`src/convolve_settings.svh`:
```
`ifndef CONVOLVE_SETTINGS_SVH
`define CONVOLVE_SETTINGS_SVH

// Vector length L of x, h and y
`define CONV_VEC_LEN 40

// Scratch memory address width, 2048 words
`define CONV_ADDR_W 11

// Block index width, each vector sits in its own 64-word block
`define CONV_BLOCK_W 5

// Final scaling of each sum
`define CONV_SHIFT 3

// APB address bit that selects the memory window
`define CONV_MEM_WINDOW 12

`endif

```
`src/g729ArithPkg.sv`:
```
package g729ArithPkg;

	// Q15 sample and Q31 accumulator
	typedef logic signed [15:0] word16;
	typedef logic signed [31:0] word32;

	localparam word16 minWord16 = 16'sh8000;
	localparam word32 maxWord32 = 32'sh7fff_ffff;
	localparam word32 minWord32 = 32'sh8000_0000;

	////////////////////////////////////////
	// Saturating fractional primitives
	////////////////////////////////////////

	// 2*a*b, only -1 * -1 overflows
	function automatic word32 multSat(input word16 a, input word16 b);
		word32 prod;
		prod = a * b;
		if (a == minWord16 && b == minWord16)
			return maxWord32;
		return prod <<< 1;
	endfunction

	function automatic word32 addSat(input word32 a, input word32 b);
		logic signed [32:0] sum;
		sum = a + b;
		// Carry out differs from sign bit on overflow
		if (sum[32] != sum[31])
			return sum[32] ? minWord32 : maxWord32;
		return sum[31:0];
	endfunction

	// Codec style multiply-accumulate
	function automatic word32 macSat(input word32 acc, input word16 a, input word16 b);
		return addSat(acc, multSat(a, b));
	endfunction

endpackage

```
`src/satShifter.sv`:
```
`timescale 1ns/1ps
`include "convolve_settings.svh"

module satShifter (
	input logic clk,
	input logic reset,
	input logic ready,
	input g729ArithPkg::word32 value,
	output g729ArithPkg::word32 result,
	output logic done
);
	import g729ArithPkg::*;

	localparam int cntW = $clog2(`CONV_SHIFT + 1);

	logic [cntW-1:0] count;
	word32 acc;

	// Shifts left to do, done follows the last one
	always_ff @(posedge clk)
	begin
		if (reset)
		begin
			count <= '0;
			done <= 1'b0;
		end
		else
		begin
			done <= count == cntW'(1);
			if (ready)
				count <= cntW'(`CONV_SHIFT);
			else if (count != '0)
				count <= count - 1'b1;
		end
	end

	always_ff @(posedge clk)
	begin
		if (ready)
			acc <= value;
		else if (count != '0)
		begin
			// Sign would flip, so clamp
			if (acc[31] != acc[30])
				acc <= acc[31] ? minWord32 : maxWord32;
			else
				acc <= acc <<< 1;
		end
	end

	assign result = acc;

endmodule

```
`config.mk`:
```
export PLATFORM = sky130hd
export DESIGN_NAME = satShifter
export DESIGN_NICKNAME = d
export VERILOG_FILES = /design/src/g729ArithPkg.sv /design/src/satShifter.sv
export VERILOG_INCLUDE_DIRS = /design/src
export SDC_FILE = /design/constraint.sdc
export NUM_CORES = 1
export LEC_CHECK = 0
export BUFFER_PORTS_ARGS = -buffer_cell sky130_fd_sc_hd__clkbuf_2
export CAP_MARGIN = 20
export CORE_MARGIN = 4
export CORE_UTILIZATION = 32
export DETAILED_ROUTE_END_ITERATION = 8
export GPL_TIMING_DRIVEN = 1
export MAX_ROUTING_LAYER = met4
export SYNTH_ARGS = -nofsm -noshare
export SYNTH_HDL_FRONTEND = slang
export SYNTH_SLANG_ARGS = --single-unit
```
`constraint.sdc`:
```
create_clock -name clk -period 2.68 [get_ports clk]
set_clock_uncertainty 0.15 [all_clocks]
set_input_delay 0.402 -clock clk [delete_from_list [all_inputs] [get_ports clk]]
set_output_delay 0.402 -clock clk [all_outputs]
set_load 0.005 [all_outputs]
```
==> metrics.cfg, run 1 <==
[drt]
antenna_left=0
vias=1338
viasPerCell=4.55
avgRoutedWirePerCell_um=13.3
wirelength_um=3920
drt_iter0_drc=86
dr.pass1.iters=4
drc_errors=0

[sta]
fmaxAchievable_mhz=489
period_needed_ns=2.05
worst_pin_slew_ns=0.737
slew_violations=0
grt_setup_unrepaired=false
tns_ns=0
post-route-period-util=0.764
hold_viol=0
relSlewSlack=0.508
fin_ws_ns=0.633
setup_viol=0

[cts]
cts_resized=0
clockRootBuffer=clkbuf_8
path_clk_slew_ns=0.07
clock_path_buffers=2
postCtsHoldBufs=0
cts_tree=done
post_cts_buffers=0
cts.sinks=35
cts_max_level=2
cts_buffers=5
clock_latency_ns=0.28

[floorplanning]
core_area_um2=5140
num_io_pins=68
die_h_um=81.1
dieWidth_um=81.1
row_count=26
initial_utilization=0.333
die_area_um2=6580

[critical_path]
reg2reg_slack_ns=0.63
path_class=reg2reg
cp-startpoint=result[31]
arrival_ns=2.03
reg2reg_depth=5
r2r-end=result[17]
worstSetupStartpointType=flop
cp_max_fo=30
cp-end-kind=flop
r2r-start=result[31]
worst_ep_required_time_ns=2.67

[finish]
finalNetCount=262
fillers=558
seqCellArea_um2=1020
syn2layout_area_growth_pct=24.4
multi_input_area_um2=556
drive_gt1_frac=0.362
antennaDiodeCount=0

[global_routing]
overflow=0
antenna_found_initial=0
grtUsageTotal=0.129
grt_pass1_vias=1307
grt_start_max_net_pins=31
grt_pass1_wl_um=6290

[yosys]
ys_seq_elements=35
ys_warn_count=0
synthCells=158
synth_edf_count=32
synthArstFlopShare=0
synth_area_leaders=edfxtp_1 (56%), o21ai_1 (9.9%), o21ai_0 (7.6%), nand2_1 (6.6%), buf_6 (4.6%)
synth_flop_cell=edfxtp_1
synth_seq_area_share=0.596
ys_top_cells_by_count=o21ai_1 (34), edfxtp_1 (32), nand2_1 (30), o21ai_0 (26), buf_6 (7)
synth.avg_cell_area_um2=10.8
synth_top_cell_by_area=edfxtp_1
synth.distinct_cells=19
synth_nets=197
yosysMostFrequentCell=o21ai_1
netlist_area_um2=1710
synth.top_cell.area_share=0.561

[run]
maxCapViolCount=0

[pwr]
switching_share=0.324
intPower_mw=1.18
vdd_ir_drop_max_v=0.000314
pwr_density_cell_nw_per_um2=819
clockPowerShare=0.210
p_total_mw=1.74
combinationalPowerShare=0.301
seqPwrFrac=0.488
power_switching_mw=0.564
p_leak_nw=0.943

[run_status]
status=completed

[min_path]
whs_endpoint=count[0]
hold_path_depth=2
hold_start=reset
hp-class=in2reg

[placement]
place.gp.congestion=0.728
port_buffers=67
dp_hpwl_um=2820
preCtsSetupSlack_ns=0.605

[state kept, by name, indices dropped and copies added (netlist names)]
register	cells
result	32
count	2
done	1
[how the worst max path moves through the flow]
stage	endpoint	slack (ns)	cells after the start
global placement	result[17]	0.62	5
detailed placement	result[17]	0.60	5
CTS	result[17]	0.58	5
floorplan	result[0]	0.78	3
global route	result[17]	0.37	5
finish	result[17]	0.63	5
[placed cells by master (no fill, tap or decap)]
cell type,n
o21ai_0,26
ha_1,4
nand2b_4,1
buf_4,4
edfxtp_1,32
nor2b_1,1
o21ba_2,1
o21ai_1,34
xnor2_1,1
inv_1,5
clkinv_2,1
mux2i_1,1
dfxtp_1,3
nand2b_1,1
clkbuf_2,67
mux2_2,2
clkbuf_1,2
clkbuf_8,5
nand2_1,30
a21o_1,1
nor2_1,2
[power groups by stage]
stage | registers (mW) | clock network [mW] | logic, mW
4_1_cts | 0.854 | 0.386 | 0.537
6_report | 0.851 | 0.367 | 0.525
2_1_floorplan | 0.862 | 0 | 0.368
5_1_grt | 0.871 | 0.406 | 0.605
3_3_place_gp | 0.866 | 0 | 0.523
3_5_place_dp | 0.864 | 0 | 0.534
[critical path: stages, from the launching register on]
cell and delay, ns:
edfxtp_1 0.44, inv_1 0.07, ha_1 0.30, inv_1 0.55, o21ai_0 0.23, o21ai_1 0.15
[layout make-up]
cell class	instances	share of cell area
clock buffers	7	0.0358
clock inverters	1	0.00235
inverters	5	0.00881
multi-input cells	105	0.261
flip-flops and latches	35	0.479
well taps	70	0.0411
repair buffers	71	0.172
[stage by stage]
stage	util	hold slack [ns]	cell area (um^2)	std cells
floorplan	-	0.324	1710	158
CTS	0.414	0.149	2130	294
finish	0.414	0.158	2130	294
detailed placement	0.398	0.454	2050	286
global placement	0.398	0.446	2050	286
global route	0.414	0.155	2130	294
[logic make-up (layout without fill, tap and decap cells)]
logic type,after synthesis,in the layout,share of synthesized area
adder cells (fa/ha/maj),4,4,0.0292
AO/OA/AOI/OAI,62,62,0.186
AND/OR/NAND/NOR,35,35,0.0855
multiplexers,3,3,0.0190
flip-flops,35,35,0.596
XOR/XNOR,1,1,0.00512
buffers and inverters,18,84,0.0790
[layer usage]
layer | GRT usage | wire (um)
met1 | 0.162 | 1800
met2 | 0.203 | 1830
met3 | 0.0377 | 242
met4 | 0.0372 | 40
met5 | - | 0
No activity file was read; power rests on OpenSTA's default activity.
==> run 2, diff against run 1 <==
Clock period 2.68 ns to 1.9 ns, I/O delays scaled along.
==> run 2 against run 1 <==
Clock power rose by 46%. Global-route usage decreased by 0.18 points. Non-clock buffer count grew 4. Sequential cell count unchanged. Die area did not move. Total power increased by 45%. Final area rose by 1.9%. Combinational power increased by 50%.
==> metrics.cfg, run 2 (synthesis results as in run 1) <==
[run_status]
status=completed

[critical_path]
crit_family=flip-flops
r2r-end=result[20]
arrival_ns=1.59  ; -0.44 ns
path_cells=ha_1 -> inv_1 -> buf_4 -> o21ai_0 -> o21ai_1
reg2reg_depth=5  ; unchanged
r2r-start=result[30]
cp-end-kind=flop
cp_max_fo=16  ; -47%
crit_buf_inv=2  ; unchanged
worstSetupStartpointType=flop
worst_ep_required_time_ns=1.80  ; -0.87 ns
path_class=reg2reg
slowest_delay_ns=0.42  ; -0.13 ns
reg2reg_slack_ns=0.21  ; -0.42 ns
cp_slowest_cell=edfxtp_1

[finish]
syn2layout_area_growth_pct=26.8
fin_util=0.422  ; +0.00779
final_common_cell=clkbuf_2
design_area_um2=2170  ; +1.9%
drive_gt1_frac=0.386  ; +0.0244
antennaDiodeCount=0  ; unchanged
finalNetCount=266  ; +1.5%
fillers=547  ; -2.0%
largest_reg_flops=32  ; unchanged
final_cell_mix=clkbuf_2 (67), o21ai_1 (34), edfxtp_1 (32)
multi_input_area_um2=558  ; +0.45%
seqCellArea_um2=1020  ; unchanged

[floorplanning]
core_area_um2=5140  ; unchanged
die_h_um=81.1  ; unchanged
initial_utilization=0.333  ; unchanged
die_area_um2=6580  ; unchanged
dieWidth_um=81.1  ; unchanged
num_io_pins=68  ; unchanged
row_count=26  ; unchanged

[min_path]
hold_path_depth=2  ; unchanged
whs_endpoint=count[0]
hold_start=reset
hp-class=in2reg

[global_routing]
grtUsageTotal=0.127  ; -0.00178
grt_pass1_vias=1245  ; -4.7%
grt_pass1_wl_um=6000  ; -4.6%
grt_start_max_net_pins=31  ; unchanged
antenna_found_initial=0  ; unchanged
overflow=0  ; unchanged

[sta]
slew_violations=0  ; unchanged
relSlewSlack=0.818  ; +0.310
grt_setup_unrepaired=false
fmaxAchievable_mhz=591  ; +21%
hold_viol=0  ; unchanged
setup_viol=0  ; unchanged
tns_ns=0  ; unchanged
post-route-period-util=0.890  ; +0.127
worst_pin_slew_ns=0.274  ; -0.464 ns
period_needed_ns=1.69  ; -0.355 ns

[run]
maxCapViolCount=0  ; unchanged

[cts]
cts_resized=0  ; unchanged
cts_max_level=2  ; unchanged
cts.sinks=35  ; unchanged
post_cts_buffers=0  ; unchanged
clock_latency_ns=0.29  ; about the same
cts_buffers=5  ; unchanged
clockRootBuffer=clkbuf_8
cts_tree=done
postCtsHoldBufs=0  ; unchanged
clock_path_buffers=2  ; unchanged
path_clk_slew_ns=0.08  ; about the same

[drt]
antenna_left=0  ; unchanged
avgRoutedWirePerCell_um=13.2  ; -0.64%
drt_iter0_drc=73  ; -15%
wirelength_um=3950  ; +0.71%
dr.pass1.iters=4  ; unchanged
vias=1373  ; +2.6%
drc_errors=0  ; unchanged
viasPerCell=4.61  ; +1.2%

[placement]
dp_hpwl_um=2830  ; +0.65%
dpl_cell_area_um2=2080  ; +1.6%
place.gp.congestion=0.769  ; +5.5%
port_buffers=67  ; unchanged

[pwr]
pwr_density_cell_nw_per_um2=1160  ; +42%
vdd_ir_drop_max_v=0.000487  ; +55%
p_leak_nw=0.961  ; +1.9%
p_total_mw=2.52  ; +45%

==> run 2: cell count changes in the layout (fill, tap and decap cells not counted), sizes merged <==
cell      before  now
buf            4    8
clkinvlp       0    2
clkbuf        74   72
==> run 2: area by class of cell <==
| class | count | area share |
|---|---|---|
| clock buffer | 5 | 0.0317 |
| clock inverter | 3 | 0.00923 |
| inverter | 5 | 0.00865 |
| multi-input combinational | 105 | 0.257 |
| sequential | 35 | 0.471 |
| tap | 70 | 0.0404 |
| timing repair buffer | 75 | 0.182 |
==> run 2: worst max path at each step <==
stage	startpoint	end	cells after the start	slack [ns]
4_1_cts	result[30]	result[30]	4	0.19
6_report	result[30]	result[20]	5	0.21
5_1_grt	result[30]	result[17]	5	0.09
3_5_place_dp	result[30]	result[21]	4	0.21
2_1_floorplan	result[31]	result[19]	6	0.29
3_3_place_gp	result[30]	result[30]	4	0.24
==> run 2: stage by stage <==
stage	hold WS (ns)	setup WS, ns	instances
floorplan	0.207	0.287	158
global placement	0.329	0.235	290
detailed placement	0.331	0.205	290
CTS	0.0111	0.194	298
global route	0.0190	0.0935	298
finish	0.0217	0.208	298
==> run 2: metal layers <==
metal | routed length [um] | vias up | track usage | share of wire
met1 | 1750 | 617 | 0.160 | 0.44
met3 | 324 | 6 | 0.0432 | 0.082
li1 | - | 693 | - | -
met2 | 1820 | 57 | 0.191 | 0.46
met5 | 0 | - | - | 0
met4 | 57 | 0 | 0.0456 | 0.014
==> run 2: power breakdown <==
group	internal (mW)	switching, mW	leakage, nW
logic	0.347	0.441	0.563
clock network	0.255	0.280	0.0402
registers	1.09	0.104	0.357
