File: src/convolve_settings.svh
`ifndef CONVOLVE_SETTINGS_SVH
`define CONVOLVE_SETTINGS_SVH

// Vector length L of x, h and y
`define CONV_VEC_LEN 40

// Scratch memory address width, 2048 words
`define CONV_ADDR_W 11

// Block index width, each vector sits in its own 64-word block
`define CONV_BLOCK_W 5

// Final scaling of each sum
`define CONV_SHIFT 3

// APB address bit that selects the memory window
`define CONV_MEM_WINDOW 12

`endif

File: src/g729ArithPkg.sv
package g729ArithPkg;

	// Q15 sample and Q31 accumulator
	typedef logic signed [15:0] word16;
	typedef logic signed [31:0] word32;

	localparam word16 minWord16 = 16'sh8000;
	localparam word32 maxWord32 = 32'sh7fff_ffff;
	localparam word32 minWord32 = 32'sh8000_0000;

	////////////////////////////////////////
	// Saturating fractional primitives
	////////////////////////////////////////

	// 2*a*b, only -1 * -1 overflows
	function automatic word32 multSat(input word16 a, input word16 b);
		word32 prod;
		prod = a * b;
		if (a == minWord16 && b == minWord16)
			return maxWord32;
		return prod <<< 1;
	endfunction

	function automatic word32 addSat(input word32 a, input word32 b);
		logic signed [32:0] sum;
		sum = a + b;
		// Carry out differs from sign bit on overflow
		if (sum[32] != sum[31])
			return sum[32] ? minWord32 : maxWord32;
		return sum[31:0];
	endfunction

	// Codec style multiply-accumulate
	function automatic word32 macSat(input word32 acc, input word16 a, input word16 b);
		return addSat(acc, multSat(a, b));
	endfunction

endpackage

File: src/convMemPkg.sv
`include "convolve_settings.svh"

package convMemPkg;

	typedef logic [`CONV_ADDR_W-1:0] memAddr;
	typedef logic [`CONV_BLOCK_W-1:0] blockIdx;
	typedef logic [`CONV_MEM_WINDOW:0] apbAddr;
	typedef logic [`CONV_MEM_WINDOW-1:0] regAddr;
	typedef logic [15:0] apbData;

	////////////////////////////////////////
	// Scratch memory port
	////////////////////////////////////////

	typedef struct packed {
		logic valid;
		logic write;
		memAddr addr;
		g729ArithPkg::word16 wdata;
	} memReq_t;

	typedef struct packed {
		logic rvalid;
		g729ArithPkg::word16 rdata;
	} memRsp_t;

	////////////////////////////////////////
	// APB host side
	////////////////////////////////////////

	typedef struct packed {
		logic psel;
		logic penable;
		logic pwrite;
		apbAddr paddr;
		apbData pwdata;
	} apbReq_t;

	typedef struct packed {
		logic pready;
		logic pslverr;
		apbData prdata;
	} apbRsp_t;

	// Done lands on bit 1, busy on bit 0
	typedef struct packed {
		logic done;
		logic busy;
	} status_t;

	localparam regAddr regCtrl = 'd0;
	localparam regAddr regStatus = 'd1;
	localparam regAddr regXBase = 'd2;
	localparam regAddr regHBase = 'd3;
	localparam regAddr regYBase = 'd4;

	typedef enum logic [2:0] {
		convIdle,
		outerLoop,
		innerLoop,
		readX,
		readH,
		macStep,
		shiftWait,
		writeY
	} convState_e;

	typedef enum logic [1:0] {
		apbIdle,
		access,
		memWait
	} apbState_e;

endpackage

File: src/apbHostPort.sv
`timescale 1ns/1ps
`include "convolve_settings.svh"

module apbHostPort (
	input logic clk,
	input logic reset,
	input convMemPkg::apbReq_t apbReq,
	output convMemPkg::apbRsp_t apbRsp,
	output convMemPkg::memReq_t memReq,
	input logic memGrant,
	input convMemPkg::memRsp_t memRsp,
	output logic start,
	output convMemPkg::blockIdx xBase,
	output convMemPkg::blockIdx hBase,
	output convMemPkg::blockIdx yBase,
	input logic busy,
	input logic engDone
);
	import convMemPkg::*;

	apbState_e state;
	logic window;
	logic inAccess;
	logic regWrite;
	logic regErr;
	logic doneFlag;
	regAddr regSel;
	apbData regRdata;
	status_t status;

	assign window = apbReq.paddr[`CONV_MEM_WINDOW];
	assign regSel = apbReq.paddr[`CONV_MEM_WINDOW-1:0];
	assign inAccess = state == access && apbReq.psel && apbReq.penable;
	assign regWrite = inAccess && !window && apbReq.pwrite && !regErr;
	assign status.done = doneFlag;
	assign status.busy = busy;

	////////////////////////////////////////
	// Register decode
	////////////////////////////////////////

	always_comb
	begin
		regRdata = '0;
		regErr = 1'b0;
		case (regSel)
			regCtrl:
				regRdata = '0;
			regStatus:
			begin
				regRdata = apbData'(status);
				regErr = apbReq.pwrite;
			end
			regXBase:
				regRdata = apbData'(xBase);
			regHBase:
				regRdata = apbData'(hBase);
			regYBase:
				regRdata = apbData'(yBase);
			default:
				regErr = 1'b1;
		endcase
	end

	always_ff @(posedge clk)
	begin
		if (reset)
		begin
			xBase <= '0;
			hBase <= '0;
			yBase <= '0;
			start <= 1'b0;
			doneFlag <= 1'b0;
		end
		else
		begin
			start <= regWrite && regSel == regCtrl && apbReq.pwdata[0];
			if (regWrite && regSel == regXBase)
				xBase <= blockIdx'(apbReq.pwdata);
			if (regWrite && regSel == regHBase)
				hBase <= blockIdx'(apbReq.pwdata);
			if (regWrite && regSel == regYBase)
				yBase <= blockIdx'(apbReq.pwdata);
			// A start the engine accepts clears the sticky flag
			if (start && !busy)
				doneFlag <= 1'b0;
			else if (engDone)
				doneFlag <= 1'b1;
		end
	end

	////////////////////////////////////////
	// Transfer sequencing
	////////////////////////////////////////

	always_ff @(posedge clk)
	begin
		if (reset)
			state <= apbIdle;
		else
		begin
			case (state)
				apbIdle:
					if (apbReq.psel && !apbReq.penable)
						state <= access;
				access:
					if (inAccess)
					begin
						if (!window || (apbReq.pwrite && memGrant))
							state <= apbIdle;
						else if (memGrant)
							state <= memWait;
					end
				memWait:
					if (memRsp.rvalid)
						state <= apbIdle;
				default:
					state <= apbIdle;
			endcase
		end
	end

	// Window request held through the access phase until granted
	always_comb
	begin
		memReq = '0;
		if (inAccess && window)
		begin
			memReq.valid = 1'b1;
			memReq.write = apbReq.pwrite;
			memReq.addr = apbReq.paddr[`CONV_ADDR_W-1:0];
			memReq.wdata = apbReq.pwdata;
		end
	end

	always_comb
	begin
		apbRsp = '0;
		if (state == memWait)
		begin
			apbRsp.pready = memRsp.rvalid;
			apbRsp.prdata = memRsp.rdata;
		end
		else if (inAccess && !window)
		begin
			apbRsp.pready = 1'b1;
			apbRsp.pslverr = regErr;
			apbRsp.prdata = regRdata;
		end
		else if (inAccess && apbReq.pwrite)
			apbRsp.pready = memGrant;
	end

endmodule

File: config.mk
export PLATFORM = sky130hd
export DESIGN_NAME = apbHostPort
export DESIGN_NICKNAME = d
export VERILOG_FILES = /design/src/g729ArithPkg.sv /design/src/convMemPkg.sv /design/src/apbHostPort.sv
export VERILOG_INCLUDE_DIRS = /design/src
export SDC_FILE = /design/constraint.sdc
export NUM_CORES = 1
export LEC_CHECK = 0
export BUFFER_PORTS_ARGS = -buffer_cell sky130_fd_sc_hd__buf_4
export CAP_MARGIN = 5
export CORE_MARGIN = 3
export CORE_UTILIZATION = 42
export DETAILED_ROUTE_END_ITERATION = 10
export PLACE_DENSITY = 0.95
export SYNTH_ARGS = -nofsm -noshare
export SYNTH_HDL_FRONTEND = slang
export SYNTH_SLANG_ARGS = --single-unit
export TNS_END_PERCENT = 1
File: constraint.sdc
create_clock -name clk -period 4.75 [get_ports clk]
set_input_delay 0.2375 -clock clk [delete_from_list [all_inputs] [get_ports clk]]
set_output_delay 0.2375 -clock clk [all_outputs]
set_load 0.02 [all_outputs]
==> metrics.md, run 1 <==
| Metric | Value |
|---|---|
| Worst-Margin Slew | `slightly above 900 ps` |
| Global route overflow | `0` |
| Crit Path Class | `reg -> out` |
| Post-route ant nets | `0` |
| Core footprint | `3130 µm²` |
| Number of synthesized flops with an enable pin | `0` |
| Max-slew violation count | `0` |
| Root Driver | `clkbuf_4` |
| Pre-antenna DRT Iters | `4` |
| Ports | `117` |
| Fmax achieved | `0.479 GHz` |
| Hpwl dp | `about 3700 µm` |
| Drt total wl | `4520 µm` |
| Setup TNS | `0 ps` |
| Initial Utilization | `between 40% and 50%` |
| H-tree levels | `1` |
| Slew HR | `38.3%` |
| TritonCTS buffer count | `3` |
| Setup violations, final | `0` |
| Count leader, synth | `and2_1` |
| Crit Path Max Fanout | `18` |
| Synth Cell Area | `1410 µm²` |
| Die area | `4090 µm²` |
| Final period util | `44.0%` |
| RSZ-0062 raised after global routing | `no` |
| Setup bufs post-CTS | `0` |
| YS warnings | `0` |
| PwrDens | `between 100 and 150 nW/µm²` |
| Clock latency on the worst-skew pair | `300 ps` |
| #FFs+latches synth | `19` |
| Static Leak | `1.16 nW` |
| Die H | `63.9 µm` |
| Mapped Avg Cell Area | `8.44 µm²` |
| Sequential share of the synthesized area | `a little over a quarter` |
| First-pass GRT wire length | `just over 7000 µm` |
| Clock Skew | `3.23 ps` |
| Final Hold Viols | `0` |
| CTS max path bufs | `2` |
| Syn Nets | `221` |
| Largest net degree at the start of global routing | `29` |
| Status | `completed` |
| Drc violations | `0` |
| WL/cell | `roughly 14 µm` |
| Vias | `1572` |
| Hold WC Path Type | `in -> reg` |
| Ys async rst share | `0%` |
| Dominant cell type by area after synthesis | `dfxtp_1` |
| Antenna Cells | `0` |
| Worst hold slack | `172 ps` |
| Top_reg_cell synth | `dfxtp_1` |
| Fin nets | `333` |
| Netlist cell types | `35` |
| Hold buffers post-CTS | `0` |
| Share of cells above drive strength 1 | `47.8%` |
| Clk pin slew, worst setup/hold paths | `around 100 ps` |
| Vias in the first global route | `1534` |
| CTS tree | `done` |
| Row count | `20` |
| Maxcap violations | `0` |
| Overall Global Routing Usage | `21.8%` |
| Initial antenna violation count | `0` |
| Post-route minimum period | `about 2100 ps` |
| CP required | `around 4500 ps` |
| Vias per cell | `4.88` |
| Synthesis-to-layout area growth | `64.4%` |
| CP endpoint kind | `output pin` |
| Area contributors post-synth | `dfxtp_1 (27%), and2_1 (17%), mux2i_1 (11%)` |
| DR iter-0 viols | `20` |
| RD Place Congestion | `0.812` |
| Synth Instances | `167` |
| Post-CTS resize count | `0` |
| Worst EP arrival | `1850 ps` |
| Port buffer count | `116` |
| Peak supply drop | `about 0.00010 V` |
| Area share of the largest cell type after synthesis | `27.0%` |
| Sink Count | `19` |
| Top cell types by occurrence after synthesis | `and2_1 (39), nand2b_1 (22), dfxtp_1 (19)` |
| Element type at the critical path start | `flip-flop` |
| Die W | `roughly 64 µm` |
[path summary, 6_finish.rpt]
kind	from	endpoint	slack (ps)	depth (start not counted)
hold / removal	engDone	doneFlag	170	3
setup reg to reg	state[0]	xBase[2]	2960	4
setup / recovery	state[1]	apbRsp[2]	2660	4
hold reg to reg	state[1]	state[0]	480	1
[metrics by stage]
stage	utilization [%]	worst slack, ps	instances	cell area [µm²]	power (mW)
floorplan	-	2800	167	1410	0.194
detailed placement	73.3	2650	318	2290	0.238
global route	74.1	2330	322	2320	0.331
finish	74.1	2660	322	2320	0.316
global placement	73.3	2700	318	2290	0.236
CTS	74.1	2640	322	2320	0.321
[state kept, by name (all words and copies together), names as in the netlist]
name and count:
yBase 5, start 1, xBase 5, doneFlag 1, state 2, hBase 5
[worst max-delay path, cell delays in order, from the launching register on]
cell	delay, ps
dfxtp_1	380
nor2b_1	750
nand2_1	130
o21ai_0	120
buf_4	180
[power by group]
group | internal, mW | switching (mW)
logic | 0.0433 | 0.0291
registers | 0.160 | 0.000961
clock network | 0.0328 | 0.0495
[cells in the final DEF (no fill, tap or decap), drive strengths merged]
cell    Yosys  layout
nor4        1       1
inv         2       2
a22oi       3       3
a32o        2       2
and4        1       1
nand4       1       1
mux2i      15      15
buf         4     117
dfxtp      19      19
nor4b       1       1
o21ai       7       7
nand2b     22      22
a21oi       4       4
nor3b       1       1
mux2        6       6
nand4b      1       1
or3b        1       1
a211oi      1       1
a21boi      1       1
xnor2       1       1
nor3        3       3
clkbuf      6       4
o22ai       2       2
nor2b       4       4
or4         2       2
and2       39      39
nor2        6       6
and3        1       1
nand2       7       7
nand3       3       3
[layout make-up]
cell class	count	area, µm²
clock buffers	4	26.3
fillers	253	810
flip-flops and latches	19	380
multi-input cells	136	971
repair buffers	117	878
well taps	44	55.1
inverters	2	7.51
[layer usage]
layer	part of all wire, %	global-route usage (%)	vias up	wire, µm
li1	-	-	790	-
met1	40	26.1	705	1820
met2	49	37.9	72	2210
met3	9.8	6.15	5	442
met4	1.1	5.66	0	49
met5	0	0	-	0
[cell families (layout without fill, tap and decap cells)]
family / Yosys count / count (layout) / synth area share (%)
buf+inv: 12 / 123 / 4.17
flops: 19 / 19 / 27.0
simple gates: 94 / 94 / 43.7
compound gates: 20 / 20 / 8.87
xor+xnor: 1 / 1 / 0.621
mux: 21 / 21 / 15.7
Power figures use the tool's default switching activity.
==> run 2: changes to the inputs <==
CORE_UTILIZATION = 39   (was 42)
PLACE_DENSITY = 0.93   (was 0.95)
clock period = 2 ns   (was 4.75 ns; I/O delays follow)
==> run 2 against run 1 <==
  * First-iteration DRC count increased by 140%
  * Total power grew 130%
  * Sequential power is 140% higher
  * Hold slack worse by 100 ps
  * Largest cell class unchanged
==> metrics.md, run 2 (same netlist as run 1, synthesis figures left out) <==
| Metric | Value |
|---|---|
| Ports | `117 (unchanged)` |
| Die area | `4370 µm² (+7.0%)` |
| Internal power | `0.563 mW (+140%)` |
| Die W | `66.1 µm (+3.4%)` |
| Sw power | `0.179 mW (+120%)` |
| DR iter-0 viols | `47 (+140%)` |
| Root Driver | `clkbuf_4` |
| Slew HR | `78.3% (+40 points)` |
| Setup crit start | `apbReq[22]` |
| Drc violations | `0 (unchanged)` |
| R2r endpoint | `xBase[3]` |
| Hold buffers post-CTS | `0 (unchanged)` |
| Initial antenna violation count | `0 (unchanged)` |
| Final period util | `93.8%` |
| Regs by FF count | `hBase (5), xBase (5), yBase (5)` |
| Hpwl dp | `3790 µm (+1.7%)` |
| CTS tree | `done` |
| Element type at the critical path start | `input port` |
| TritonCTS buffer count | `3 (unchanged)` |
| H-tree levels | `1 (unchanged)` |
| Row count | `21 (+5.0%)` |
| Clock latency on the worst-skew pair | `280 ps (-20 ps)` |
| Post-route minimum period | `1880 ps` |
| Clock power frac | `24.6% (-1.4 points)` |
| WL/cell | `14.2 µm (+1.4%)` |
| WHS Path Cells | `3 (unchanged)` |
| Maxcap violations | `0 (unchanged)` |
| Flop-to-flop setup slack | `270 ps (-2690 ps)` |
| Fin nets | `337 (+1.2%)` |
| Vias per cell | `4.89 (+0.17%)` |
| RD Place Congestion | `0.751 (-7.6%)` |
| Global route overflow | `0 (unchanged)` |
| Crit Path Class | `in -> out` |
| Switching part of the total | `24.1% (-1.0 points)` |
| Fin util | `69.0% (-5.1 points)` |
| Sink Count | `19 (unchanged)` |
| Die H | `66.1 µm (+3.4%)` |
| Register share of total power | `51.7% (+0.6 points)` |
| WHS Endpoint | `doneFlag` |
| CP endpoint kind | `output pin` |
| Clk pin slew, worst setup/hold paths | `100 ps (about the same)` |
| Commonest cells after routing, fill and taps aside | `buf_4 (121), and2_1 (39), nand2b_1 (22), dfxtp_1 (19), mux2i_1 (15)` |
| Worst Hold Launch | `engDone` |
| Status | `completed` |
| Worst Reg-to-Reg Cells | `4 (unchanged)` |
| Crit Path Max Fanout | `5 (-13)` |
| Post-route ant nets | `0 (unchanged)` |
| CTS max path bufs | `2 (unchanged)` |
| Vias in the first global route | `1457 (-5.0%)` |
| Overall Global Routing Usage | `19.7% (-2.1 points)` |
| CP required | `1900 ps (-2610 ps)` |
| Setup TNS | `0 ps (unchanged)` |
| Worst EP arrival | `1780 ps (-70 ps)` |
| Vias | `1604 (+2.0%)` |
| Largest net degree at the start of global routing | `28 (-3.4%)` |
| Drt total wl | `4670 µm (+3.3%)` |
| Initial Utilization | `41.3% (-3.8 points)` |
| Port buffer count | `116 (unchanged)` |
| Pre-antenna DRT Iters | `4 (unchanged)` |
| R2r startpoint | `state[1]` |
| Comb power frac | `23.7% (+0.8 points)` |
| PwrDens | `315 nW/µm² (+130%)` |
| RSZ-0062 raised after global routing | `yes` |
| Final Hold Viols | `0 (unchanged)` |
| Fmax achieved | `0.533 GHz` |
| Static Leak | `1.18 nW (+1.8%)` |
| Antenna Cells | `0 (unchanged)` |
| Peak supply drop | `0.000270 V (+170%)` |
| Synthesis-to-layout area growth | `67.3%` |
| Most common cell after layout, fill and taps aside | `buf_4` |
| Core footprint | `3420 µm² (+9.2%)` |
| Sequential Area | `380 µm² (unchanged)` |
| Fillcell total | `302 (+19%)` |
| Clock Skew | `6.48 ps (+3.25 ps)` |
| First-pass GRT wire length | `6870 µm (-4.4%)` |
| Share of cells above drive strength 1 | `49.3% (+1.4 points)` |
| Multi-input logic area | `978 µm² (+0.77%)` |
| Hold WC Path Type | `in -> reg` |
| Max-slew violation count | `0 (unchanged)` |
| Worst-Margin Slew | `323 ps (-601 ps)` |
| Setup violations, final | `0 (unchanged)` |
## run 2: critical path, stage by stage
cell and delay (ps):
buf_4 110, or4_1 590, nor3_1 330, nand3_2 220
o21ai_0 240, buf_4 180
## run 2: layer usage
| layer | vias up | part of all wire [%] | GRT usage [%] |
|---|---|---|---|
| met3 | 4 | 12 | 5.10 |
| met5 | - | 0 | 0 |
| met1 | 725 | 40 | 24.1 |
| met4 | 0 | 0.58 | 2.28 |
| met2 | 72 | 48 | 35.2 |
| li1 | 803 | - | - |
## run 2: cell type report
| class | count | area share [%] |
|---|---|---|
| multi-input cells | 136 | 41.5 |
| repair buffers | 121 | 38.5 |
| flip-flops and latches | 19 | 16.1 |
| well taps | 46 | 2.44 |
| clock buffers | 4 | 1.11 |
| inverters | 2 | 0.318 |
## run 2: metrics by stage
step	instance area (µm²)	std cells	setup slack, ps	hold WS, ps	power [mW]
after floorplan	1410	167	330	253	0.460
after global placement	2320	324	196	345	0.563
after detailed placement	2320	324	143	375	0.567
after CTS	2350	328	76.9	77.9	0.745
after global routing	2360	328	-6.49	78.2	0.777
final	2360	328	123	69.6	0.742
## run 2: worst max-delay path by stage
stage                             to  slack [ps]  cells after the start
after floorplan            apbRsp[0]         330                      4
after global placement     apbRsp[2]         200                      6
after detailed placement   apbRsp[3]         140                      6
after CTS                 memReq[13]          80                      5
after global routing       apbRsp[3]          -6                      5
final                      apbRsp[3]         120                      6
## run 2: timing repair
action / 4_1_cts / 5_1_grt
setup endpoints to repair: 0 / 28
setup buffers: 0 / 0
hold endpoints to repair: 0 / 0
gates resized for setup: 0 / 2
## run 2: power groups by stage
| stage | logic [mW] | registers (mW) | clock network (mW) |
|---|---|---|---|
| 2_1_floorplan | 0.0690 | 0.392 | 0 |
| 3_3_place_gp | 0.172 | 0.392 | 0 |
| 3_5_place_dp | 0.175 | 0.392 | 0 |
| 4_1_cts | 0.175 | 0.383 | 0.186 |
| 5_1_grt | 0.190 | 0.384 | 0.203 |
| 6_report | 0.176 | 0.383 | 0.183 |
