===== config.mk =====
export PLATFORM = sky130hd
export DESIGN_NAME = memArbiter
export DESIGN_NICKNAME = d
export VERILOG_FILES = /design/src/g729ArithPkg.sv /design/src/convMemPkg.sv /design/src/memArbiter.sv
export VERILOG_INCLUDE_DIRS = /design/src
export SDC_FILE = /design/constraint.sdc
export NUM_CORES = 1
export LEC_CHECK = 0
export BUFFER_PORTS_ARGS = -buffer_cell sky130_fd_sc_hd__buf_2
export CORE_AREA = 2 2 54 56
export CTS_BUF_LIST = sky130_fd_sc_hd__clkbuf_8
export CTS_CLUSTER_SIZE = 25
export DETAILED_ROUTE_END_ITERATION = 8
export DIE_AREA = 0 0 56 58
export PLACE_DENSITY = 0.81
export SETUP_SLACK_MARGIN = 0.1
export SLEW_MARGIN = 20
export SYNTH_ARGS = -nofsm -noshare
export SYNTH_HDL_FRONTEND = slang
export SYNTH_SLANG_ARGS = --single-unit
export TNS_END_PERCENT = 100

===== constraint.sdc =====
create_clock -name clk -period 2.7 [get_ports clk]
set_clock_uncertainty 0.2 [all_clocks]
set_input_delay 0.135 -clock clk [delete_from_list [all_inputs] [get_ports clk]]
set_output_delay 0.135 -clock clk [all_outputs]
set_load 0.01 [all_outputs]

===== src/convolve_settings.svh =====
`ifndef CONVOLVE_SETTINGS_SVH
`define CONVOLVE_SETTINGS_SVH

// Vector length L of x, h and y
`define CONV_VEC_LEN 40

// Scratch memory address width, 2048 words
`define CONV_ADDR_W 11

// Block index width, each vector sits in its own 64-word block
`define CONV_BLOCK_W 5

// Final scaling of each sum
`define CONV_SHIFT 3

// APB address bit that selects the memory window
`define CONV_MEM_WINDOW 12

`endif


===== src/g729ArithPkg.sv =====
package g729ArithPkg;

	// Q15 sample and Q31 accumulator
	typedef logic signed [15:0] word16;
	typedef logic signed [31:0] word32;

	localparam word16 minWord16 = 16'sh8000;
	localparam word32 maxWord32 = 32'sh7fff_ffff;
	localparam word32 minWord32 = 32'sh8000_0000;

	////////////////////////////////////////
	// Saturating fractional primitives
	////////////////////////////////////////

	// 2*a*b, only -1 * -1 overflows
	function automatic word32 multSat(input word16 a, input word16 b);
		word32 prod;
		prod = a * b;
		if (a == minWord16 && b == minWord16)
			return maxWord32;
		return prod <<< 1;
	endfunction

	function automatic word32 addSat(input word32 a, input word32 b);
		logic signed [32:0] sum;
		sum = a + b;
		// Carry out differs from sign bit on overflow
		if (sum[32] != sum[31])
			return sum[32] ? minWord32 : maxWord32;
		return sum[31:0];
	endfunction

	// Codec style multiply-accumulate
	function automatic word32 macSat(input word32 acc, input word16 a, input word16 b);
		return addSat(acc, multSat(a, b));
	endfunction

endpackage


===== src/convMemPkg.sv =====
`include "convolve_settings.svh"

package convMemPkg;

	typedef logic [`CONV_ADDR_W-1:0] memAddr;
	typedef logic [`CONV_BLOCK_W-1:0] blockIdx;
	typedef logic [`CONV_MEM_WINDOW:0] apbAddr;
	typedef logic [`CONV_MEM_WINDOW-1:0] regAddr;
	typedef logic [15:0] apbData;

	////////////////////////////////////////
	// Scratch memory port
	////////////////////////////////////////

	typedef struct packed {
		logic valid;
		logic write;
		memAddr addr;
		g729ArithPkg::word16 wdata;
	} memReq_t;

	typedef struct packed {
		logic rvalid;
		g729ArithPkg::word16 rdata;
	} memRsp_t;

	////////////////////////////////////////
	// APB host side
	////////////////////////////////////////

	typedef struct packed {
		logic psel;
		logic penable;
		logic pwrite;
		apbAddr paddr;
		apbData pwdata;
	} apbReq_t;

	typedef struct packed {
		logic pready;
		logic pslverr;
		apbData prdata;
	} apbRsp_t;

	// Done lands on bit 1, busy on bit 0
	typedef struct packed {
		logic done;
		logic busy;
	} status_t;

	localparam regAddr regCtrl = 'd0;
	localparam regAddr regStatus = 'd1;
	localparam regAddr regXBase = 'd2;
	localparam regAddr regHBase = 'd3;
	localparam regAddr regYBase = 'd4;

	typedef enum logic [2:0] {
		convIdle,
		outerLoop,
		innerLoop,
		readX,
		readH,
		macStep,
		shiftWait,
		writeY
	} convState_e;

	typedef enum logic [1:0] {
		apbIdle,
		access,
		memWait
	} apbState_e;

endpackage


===== src/memArbiter.sv =====
`timescale 1ns/1ps

module memArbiter (
	input logic clk,
	input logic reset,
	input convMemPkg::memReq_t hostReq,
	input convMemPkg::memReq_t engReq,
	output logic hostGrant,
	output logic engGrant,
	output convMemPkg::memRsp_t hostRsp,
	output convMemPkg::memRsp_t engRsp,
	output convMemPkg::memReq_t memCmd,
	input g729ArithPkg::word16 memRdata
);
	import convMemPkg::*;

	logic hostRead;
	logic engRead;

	// Host always wins
	assign hostGrant = hostReq.valid;
	assign engGrant = engReq.valid && !hostReq.valid;

	always_comb
	begin
		if (hostGrant)
			memCmd = hostReq;
		else if (engGrant)
			memCmd = engReq;
		else
			memCmd = '0;
	end

	////////////////////////////////////////
	// Read data routing
	////////////////////////////////////////

	// Owner of the read data due next cycle
	always_ff @(posedge clk)
	begin
		if (reset)
		begin
			hostRead <= 1'b0;
			engRead <= 1'b0;
		end
		else
		begin
			hostRead <= hostGrant && !hostReq.write;
			engRead <= engGrant && !engReq.write;
		end
	end

	assign hostRsp.rvalid = hostRead;
	assign hostRsp.rdata = hostRead ? memRdata : '0;
	assign engRsp.rvalid = engRead;
	assign engRsp.rdata = engRead ? memRdata : '0;

endmodule


==> results of run 1 <==
==> synth_stat cells (all sizes together) <==
cell / count
clkbuf: 2
buf: 9
dfxtp: 2
nor2b: 1
a22o: 28
or2: 1
and2: 32
nor3b: 2
==> sequential cells by signal (all words and copies together), names as in the netlist <==
register  count
engRead       1
hostRead      1
==> metrics by stage <==
step / cells / worst slack (ps) / util, %
CTS: 244 / 905 / 50.3
floorplan: 77 / 1600 / -
detailed placement: 238 / 1060 / 47.6
global placement: 238 / 1080 / 47.6
global route: 244 / 779 / 50.3
finish: 244 / 895 / 50.3
==> logic make-up after synthesis <==
kind of cell / Yosys count / synth area share, %
AOI/OAI and AO/OA: 28 / 42.2
buffers and inverters: 11 / 10.3
DFF: 2 / 6.90
and+or+nand+nor: 36 / 40.5
==> power by group <==
| group | internal [µW] | total [µW] | leakage (µW) | switching, µW |
|---|---|---|---|---|
| sequential | 30.8 | 34.0 | 0.0000164 | 3.13 |
| clock | 94.2 | 117 | 0.0000216 | 23.0 |
| combinational | 99.5 | 176 | 0.000842 | 76.5 |
| total | 225 | 327 | 0.000880 | 103 |
==> layout make-up <==
type                    count  area share (%)
repair buffers            144            55.1
flip-flops and latches      2            2.99
clock buffers               3            3.08
well taps                  31            2.90
multi-input cells          64            35.9
==> per-layer routing <==
layer | part of all wire [%] | wire, µm | up-vias | track usage (%)
li1 | - | - | 552 | -
met1 | 33 | 868 | 466 | 14.5
met2 | 54 | 1420 | 76 | 29.6
met3 | 13 | 351 | 0 | 2.68
met4 | 0 | 0 | 0 | 5.10
met5 | 0 | 0 | - | 0
==> worst max-delay path: cells and delay by family <==
family,cells,cell delay [ps]
simple gates,2,490
buf+inv,3,1120
==> repair_timing <==
action                                  CTS  global route
hold buffers                              3             0
buffers inserted                          0             0
endpoints found under the hold margin     2             0
endpoints found under the setup margin    0             0
==> how the worst min path moves through the flow <==
stage / startpoint / to / depth (start not counted)
final: hostReq[28] / hostRead$_SDFF_PP0_ / 2
after CTS: hostReq[28] / hostRead$_SDFF_PP0_ / 2
after detailed placement: reset / engRead$_SDFF_PP0_ / 2
after global routing: hostReq[28] / hostRead$_SDFF_PP0_ / 2
after floorplan: engReq[27] / engRead$_SDFF_PP0_ / 1
after global placement: hostReq[27] / hostRead$_SDFF_PP0_ / 2
==> impl_metrics.toml, run 1 <==
[job]
drv_cap = 0

[sta]
setup_viol = 0
final.setup.tns_ps = 0
slew_viol_final = 0
finalCritPeriodShare_pct = 66.8
whs_ps = 270
fin_crit_ps = 1800
hold_violations = 0
clock.fmax_mhz = 554
rsz0062_at_grt = "false"
tightest_slew_ps = 511
slew_headroom_pct = 65.9

[final_layout]
final_cell_mix = "buf_2, and2_1, a22o_1"
final_common_cell = "buf_2"
multiInputGateArea_um2 = 480
drive_above_1_share_pct = 68.5
syn_to_final_growth_pct = 131
layout.nets = 291
regArea_um2 = 40.0
insertedDiodeCount = 0
final_area_mm2 = 0.00134
fill_cells = 278

[drt]
drt_iter0_markers = 34
vias_per_cell = 4.48
wl_per_cell_um = 10.8
dr.pass1.iters = 2
ant_nets = 0
num_vias = 1094
drcViolationCount = 0
wirelength_mm = 2.64

[cts]
clockBufferDepth = 2
cts_resized = 0
cts_made_buffers = 3
cts_tree = "built"
h-tree-depth = 1
cts.clk_slew.worst_paths_ps = 30
clockRootBuffer = "clkbuf_8"
clock_sinks = 2

[yosys]
synthDistinctLibCells = 10
syn_inst = 77
synth_area_leaders = "a22o_1, and2_1, dfxtp_1"
ys_seq_elements = 2
syn-cell-area_um2 = 581
yosysTopAreaCell = "a22o_1"
ys_warn_count = 0
ys_seq_area_share_pct = 6.90
synth.net_count = 153
yosys.area.top_type_share_pct = 42.2
avgSynthCellArea_um2 = 7.54

[critical_path]
crit_path_start_kind = "input port"
crit_path_end = "engRead$_SDFF_PP0_"
cp_cell_sequence = "buf_2 -> nor2b_2 -> buf_4 -> nor3b_2 -> dlygate4sd3_1"
required_ps = 2650
cpPeakStageDelay_ps = 550
cp_slowest_cell = "dlygate4sd3_1"
worstSetupPathType = "in -> reg"
worstPathArrival_ps = 1760
worstSetupStartpoint = "hostReq[28]"
critPathMaxFanout = 32
end_kind = "flop"

[pwr]
vdd_drop_max_mv = 0.153
leakagePower_uw = 0.000880
total_power_uw = 327
p_per_area_mw_per_mm2 = 244

[global_route]
grt_pass1_wl_mm = 3.92
grt_max_degree = 33
antenna_found_initial = 0
grtUsageTotal_pct = 14.5
grt_pass1_vias = 938
grt-ovfl-total = 0

[floorplan]
die_w_um = 56
die_height_um = 58
fp.coreArea_mm2 = 0.00266
initial_utilization_pct = 21.8
core.rowCount = 19
die-area_mm2 = 0.00325
ioPinCount = 141

[placed_design]
port_buffers = 140
dpl_cell_area_mm2 = 0.00127
gp_congestion = 0.759

[outcome]
status = "complete, no violations"

[hold_path]
hold_path.class = "in -> reg"
Power figures use the tool's default switching activity.
==> inputs of run 2 (changes only) <==
CORE_AREA = 2 2 55 57   (was 2 2 54 56)
DIE_AREA = 0 0 57 59   (was 0 0 56 58)
PLACE_DENSITY = 0.79   (was 0.81)
clock period = 1.8 ns   (was 2.7 ns; I/O delays follow)
==> run 2 against run 1 <==
- worst setup slack got worse by 630 ps
- sequential cell count unchanged
- core utilization decreased by 0.24 points
- die area increased by 3.5%
==> impl_metrics.toml, run 2 (synthesis results as in run 1) <==
[cts]
cts.clk_slew.worst_paths_ps = 30
h-tree-depth = 1
clockRootBuffer = "clkbuf_8"
cts_made_buffers = 3
clock_sinks = 2
clockBufferDepth = 2
cts_tree = "built"
cts_resized = 0

[global_route]
antenna_found_initial = 0
grt_pass1_wl_mm = 3.84
grtUsageTotal_pct = 14.0
grt_pass1_vias = 964
grt-ovfl-total = 0
grt_max_degree = 31

[critical_path]
critPathMaxFanout = 30
worstSetupPathType = "in -> reg"
cp_cell_sequence = "buf_2 -> nor2b_2 -> buf_4 -> nor3b_2 -> dlygate4sd3_1"
end_kind = "flop"
cp_slowest_cell = "dlygate4sd3_1"
required_ps = 1750
crit_path_start_kind = "input port"
worstPathArrival_ps = 1490
cp_num_buf_inv = 3
cpPeakStageDelay_ps = 560
cp_top_family = "buffers and inverters"

[final_layout]
fin_util_pct = 50.0
fill_cells = 294
biggestRegsByFlops = "engRead: 1 flops, hostRead: 1 flops"
insertedDiodeCount = 0
fin_cells = 246
layout.nets = 293
multiInputGateArea_um2 = 480
drive_above_1_share_pct = 68.4
final_common_cell = "buf_2"
regArea_um2 = 40.0
final_cell_mix = "buf_2, and2_1, a22o_1"
syn_to_final_growth_pct = 134

[pwr]
vdd_drop_max_mv = 0.242
leakagePower_uw = 0.000891
p_per_area_mw_per_mm2 = 365

[drt]
vias_per_cell = 4.48
dr.pass1.iters = 3
wl_per_cell_um = 10.6
drcViolationCount = 0
num_vias = 1101
wirelength_mm = 2.60
drt_iter0_markers = 34
ant_nets = 0

[floorplan]
die_w_um = 57
fp.coreArea_mm2 = 0.00271
initial_utilization_pct = 21.4
core.rowCount = 19
die_height_um = 59
ioPinCount = 141
die-area_mm2 = 0.00336

[placed_design]
dpl.hpwl_mm = 2.15
place_ws_ps = 480
port_buffers = 140
dp_cells = 239
gp_congestion = 0.723

[sta]
clock.fmax_mhz = 650
final.setup.tns_ps = 0
rsz0062_at_grt = "false"
setup_viol = 0
setup_slack_ps = 263
fin_crit_ps = 1540
whs_ps = 257
tightest_slew_ps = 390
slew_viol_final = 0
slew_headroom_pct = 74.0
finalCritPeriodShare_pct = 85.4
hold_violations = 0

[hold_path]
min_path_cells = 3
hold_path.class = "in -> out"
hold_start = "engReq[28]"
whs_endpoint = "memCmd[28]"

[outcome]
status = "complete, no violations"

[job]
drv_cap = 0
[run 2: tightest hold or removal path, stage by stage]
cell and delay, ps:
buf_2 80, or2_1 80, buf_2 120
[run 2: final cells by class]
type / count / area share (%)
Timing Repair Buffer: 146 / 55.7
Multi-Input combinational cell: 64 / 35.4
Clock buffer: 3 / 3.04
Sequential cell: 2 / 2.95
Tap cell: 31 / 2.86
[run 2: stage by stage]
step                power, µW  area, µm²
floorplan                 171        581
global placement          314       1270
detailed placement        316       1270
CTS                       505       1360
global route              531       1360
finish                    495       1360
[run 2: metal layers]
layer  track usage (%)  vias up  wire length [µm]
met4              4.98        0                 0
met2              27.8       84              1360
li1                  -      556                 -
met1              13.8      461               883
met5                 0        -                 0
met3              3.71        0               353
[run 2: worst max path at each step]
stage                           to           startpoint  cells past startpoint  slack (ps)
2_1_floorplan          hostRsp[15]  hostRead$_SDFF_PP0_                      2         740
3_3_place_gp            memCmd[17]          hostReq[28]                      5         510
3_5_place_dp             memCmd[0]          hostReq[28]                      5         480
4_1_cts        hostRead$_SDFF_PP0_          hostReq[27]                      4         280
5_1_grt         engRead$_SDFF_PP0_          hostReq[28]                      5         170
6_report        engRead$_SDFF_PP0_          hostReq[28]                      5         260
[run 2: what timing repair did]
action                    in CTS  in global routing
buffers inserted               0                  0
hold endpoints to repair       2                  0
hold buffers                   4                  0
[run 2: power breakdown]
group,internal [µW],total [µW],switching [µW],leakage [µW]
clock,141,176,34.2,0.0000216
combinational,152,269,117,0.000853
sequential,46.2,50.7,4.47,0.0000164
total,339,495,155,0.000891
==> inputs of run 3 (changes only) <==
ABC_AREA = 1   (was default)
CORE_AREA = default   (was 2 2 55 57)
CORE_UTILIZATION = 27   (was default)
DIE_AREA = default   (was 0 0 57 59)
PLACE_DENSITY = 0.83   (was 0.79)
==> run 3 against run 2 <==
- synthesized cell count is 130% higher
- fmax is 2.1% higher
- critical path depth is 1 lower
- sequential cell count stayed put
- sequential power is 3% higher
- clock power is 2% lower
- cell count is 38% higher
- non-clock buffer count is 1 lower
- synthesized area is 36% higher
- combinational power is 5% higher
- critical path type unchanged
- critical endpoint is now hostRead$_SDFF_PP0_
- sequential share of layout area is 0.28 points lower
==> impl_metrics.toml, run 3 <==
[final_layout]
syn_to_final_growth_pct = 90.6
regArea_um2 = 40.0
multiInputGateArea_um2 = 495
biggestRegsByFlops = "engRead: 1 flops, hostRead: 1 flops"
final_common_cell = "buf_2"
fill_cells = 300
insertedDiodeCount = 0
drive_above_1_share_pct = 47.4
final_cell_mix = "buf_2, nand2_1, inv_1"
layout.nets = 386

[cts]
cts_resized = 0
cts.clk_slew.worst_paths_ps = 30
cts_tree = "built"
clock_sinks = 2
h-tree-depth = 1
clockBufferDepth = 2
clockRootBuffer = "clkbuf_8"
cts_made_buffers = 3

[sta]
tightest_slew_ps = 509
final.setup.tns_ps = 0
fin_crit_ps = 1510
slew_headroom_pct = 66.0
hold_violations = 0
slew_viol_final = 0
rsz0062_at_grt = "false"
setup_viol = 0
finalCritPeriodShare_pct = 83.6
clock.fmax_mhz = 664
whs_ps = 202

[global_route]
grt_pass1_vias = 1190
grt_pass1_wl_mm = 4.60
antenna_found_initial = 0
grt_max_degree = 32
grtUsageTotal_pct = 17.8
grt-ovfl-total = 0

[yosys]
ys_warn_count = 0
yosys.area.top_type_share_pct = 43.4
synthArstFlopShare_pct = 0
ys_dominant_reg_cell = "dfxtp_1"
ys_seq_elements = 2
yosysTopAreaCell = "nand2_1"
synth_edf_count = 0
synth.net_count = 252
ys_seq_area_share_pct = 5.09
syn_inst = 176
avgSynthCellArea_um2 = 4.47
synth_most_common_cell = "nand2_1"
syn-cell-area_um2 = 787
synth_area_leaders = "nand2_1, nand3_1, inv_1"
synth_common_cells = "nand2_1, inv_1, nand3_1, buf_4, buf_2"
synthDistinctLibCells = 10

[critical_path]
cp_slowest_cell = "dlygate4sd3_1"
cpPeakStageDelay_ps = 550
worstSetupPathType = "in -> reg"
worstPathArrival_ps = 1450
cp_cell_sequence = "dlygate4sd3_1 -> buf_2 -> nor3_2 -> dlygate4sd3_1"
worst_path_most_repeated_cell = "dlygate4sd3_1"
critPathMaxFanout = 2
crit_path_start_kind = "input port"
cp_num_buf_inv = 3
required_ps = 1750
cp_top_family = "buffers and inverters"
end_kind = "flop"

[floorplan]
fp.coreArea_mm2 = 0.00276
ioPinCount = 141
die_w_um = 56.0
initial_utilization_pct = 28.5
die_height_um = 56.0
core.rowCount = 19
die-area_mm2 = 0.00313

[placed_design]
dpl.hpwl_mm = 2.46
port_buffers = 140
gp_congestion = 0.742

[hold_path]
hold_path.class = "in -> reg"

[job]
drv_cap = 0

[drt]
wirelength_mm = 3.01
wl_met3_um = 313
m1WireLength_mm = 1.08
num_vias = 1427
drt_iter0_markers = 97
dr.max_layer_used = "met4"
drcViolationCount = 0
dr.pass1.iters = 4
wl_per_cell_um = 8.88
wl_met2_mm = 1.60
ant_nets = 0
vias_per_cell = 4.21

[pwr]
p_per_area_mw_per_mm2 = 338
vdd_drop_max_mv = 0.250
leakagePower_uw = 0.00129

[outcome]
status = "complete, no violations"
[run 3: logic make-up (layout without fill, tap and decap cells)]
kind of cell | Yosys count | in the layout | synth area share [%]
flip-flops | 2 | 2 | 5.09
AND/OR/NAND/NOR | 121 | 121 | 63.0
buffers and inverters | 53 | 185 | 32.0
[run 3: through the flow]
| stage | instance area [µm²] | instances | total power (µW) | utilization [%] | worst slack (ps) |
|---|---|---|---|---|---|
| floorplan | 787 | 176 | 189 | - | 768 |
| global placement | 1430 | 333 | 330 | 51.8 | 605 |
| detailed placement | 1430 | 333 | 332 | 51.8 | 566 |
| CTS | 1500 | 339 | 517 | 54.4 | 325 |
| global route | 1500 | 339 | 552 | 54.4 | 220 |
| finish | 1500 | 339 | 507 | 54.4 | 294 |
[run 3: layer usage]
metal	GRT usage [%]	vias to the layer above
met5	0	-
li1	-	770
met2	38.1	85
met1	16.2	570
met4	4.18	0
met3	3.95	2
[run 3: worst min-delay path, stage by stage]
cell and delay, ps:
buf_2 260, nand2_1 160, nor2_1 50
[run 3: final timing paths]
check                 startpoint                   to  cells past startpoint
worst max-delay path       reset  hostRead$_SDFF_PP0_                      4
worst min-delay path  engReq[28]   engRead$_SDFF_PP0_                      3
[run 3: area by class of cell]
cell class | instances | area share [%]
multi-input combinational | 121 | 33.0
sequential | 2 | 2.67
clock buffer | 3 | 2.75
inverter | 37 | 9.26
tap | 31 | 2.59
timing repair buffer | 145 | 49.7
[run 3: repair_timing]
item / in CTS / in global routing
hold buffers: 3 / 0
buffers inserted: 0 / 0
endpoints found under the hold margin: 2 / 0
[run 3: report_power, final]
part | switching [µW] | internal, µW | total (µW)
Combinational | 145 | 137 | 282
Sequential | 6.05 | 46.3 | 52.3
Clock | 31.2 | 141 | 172
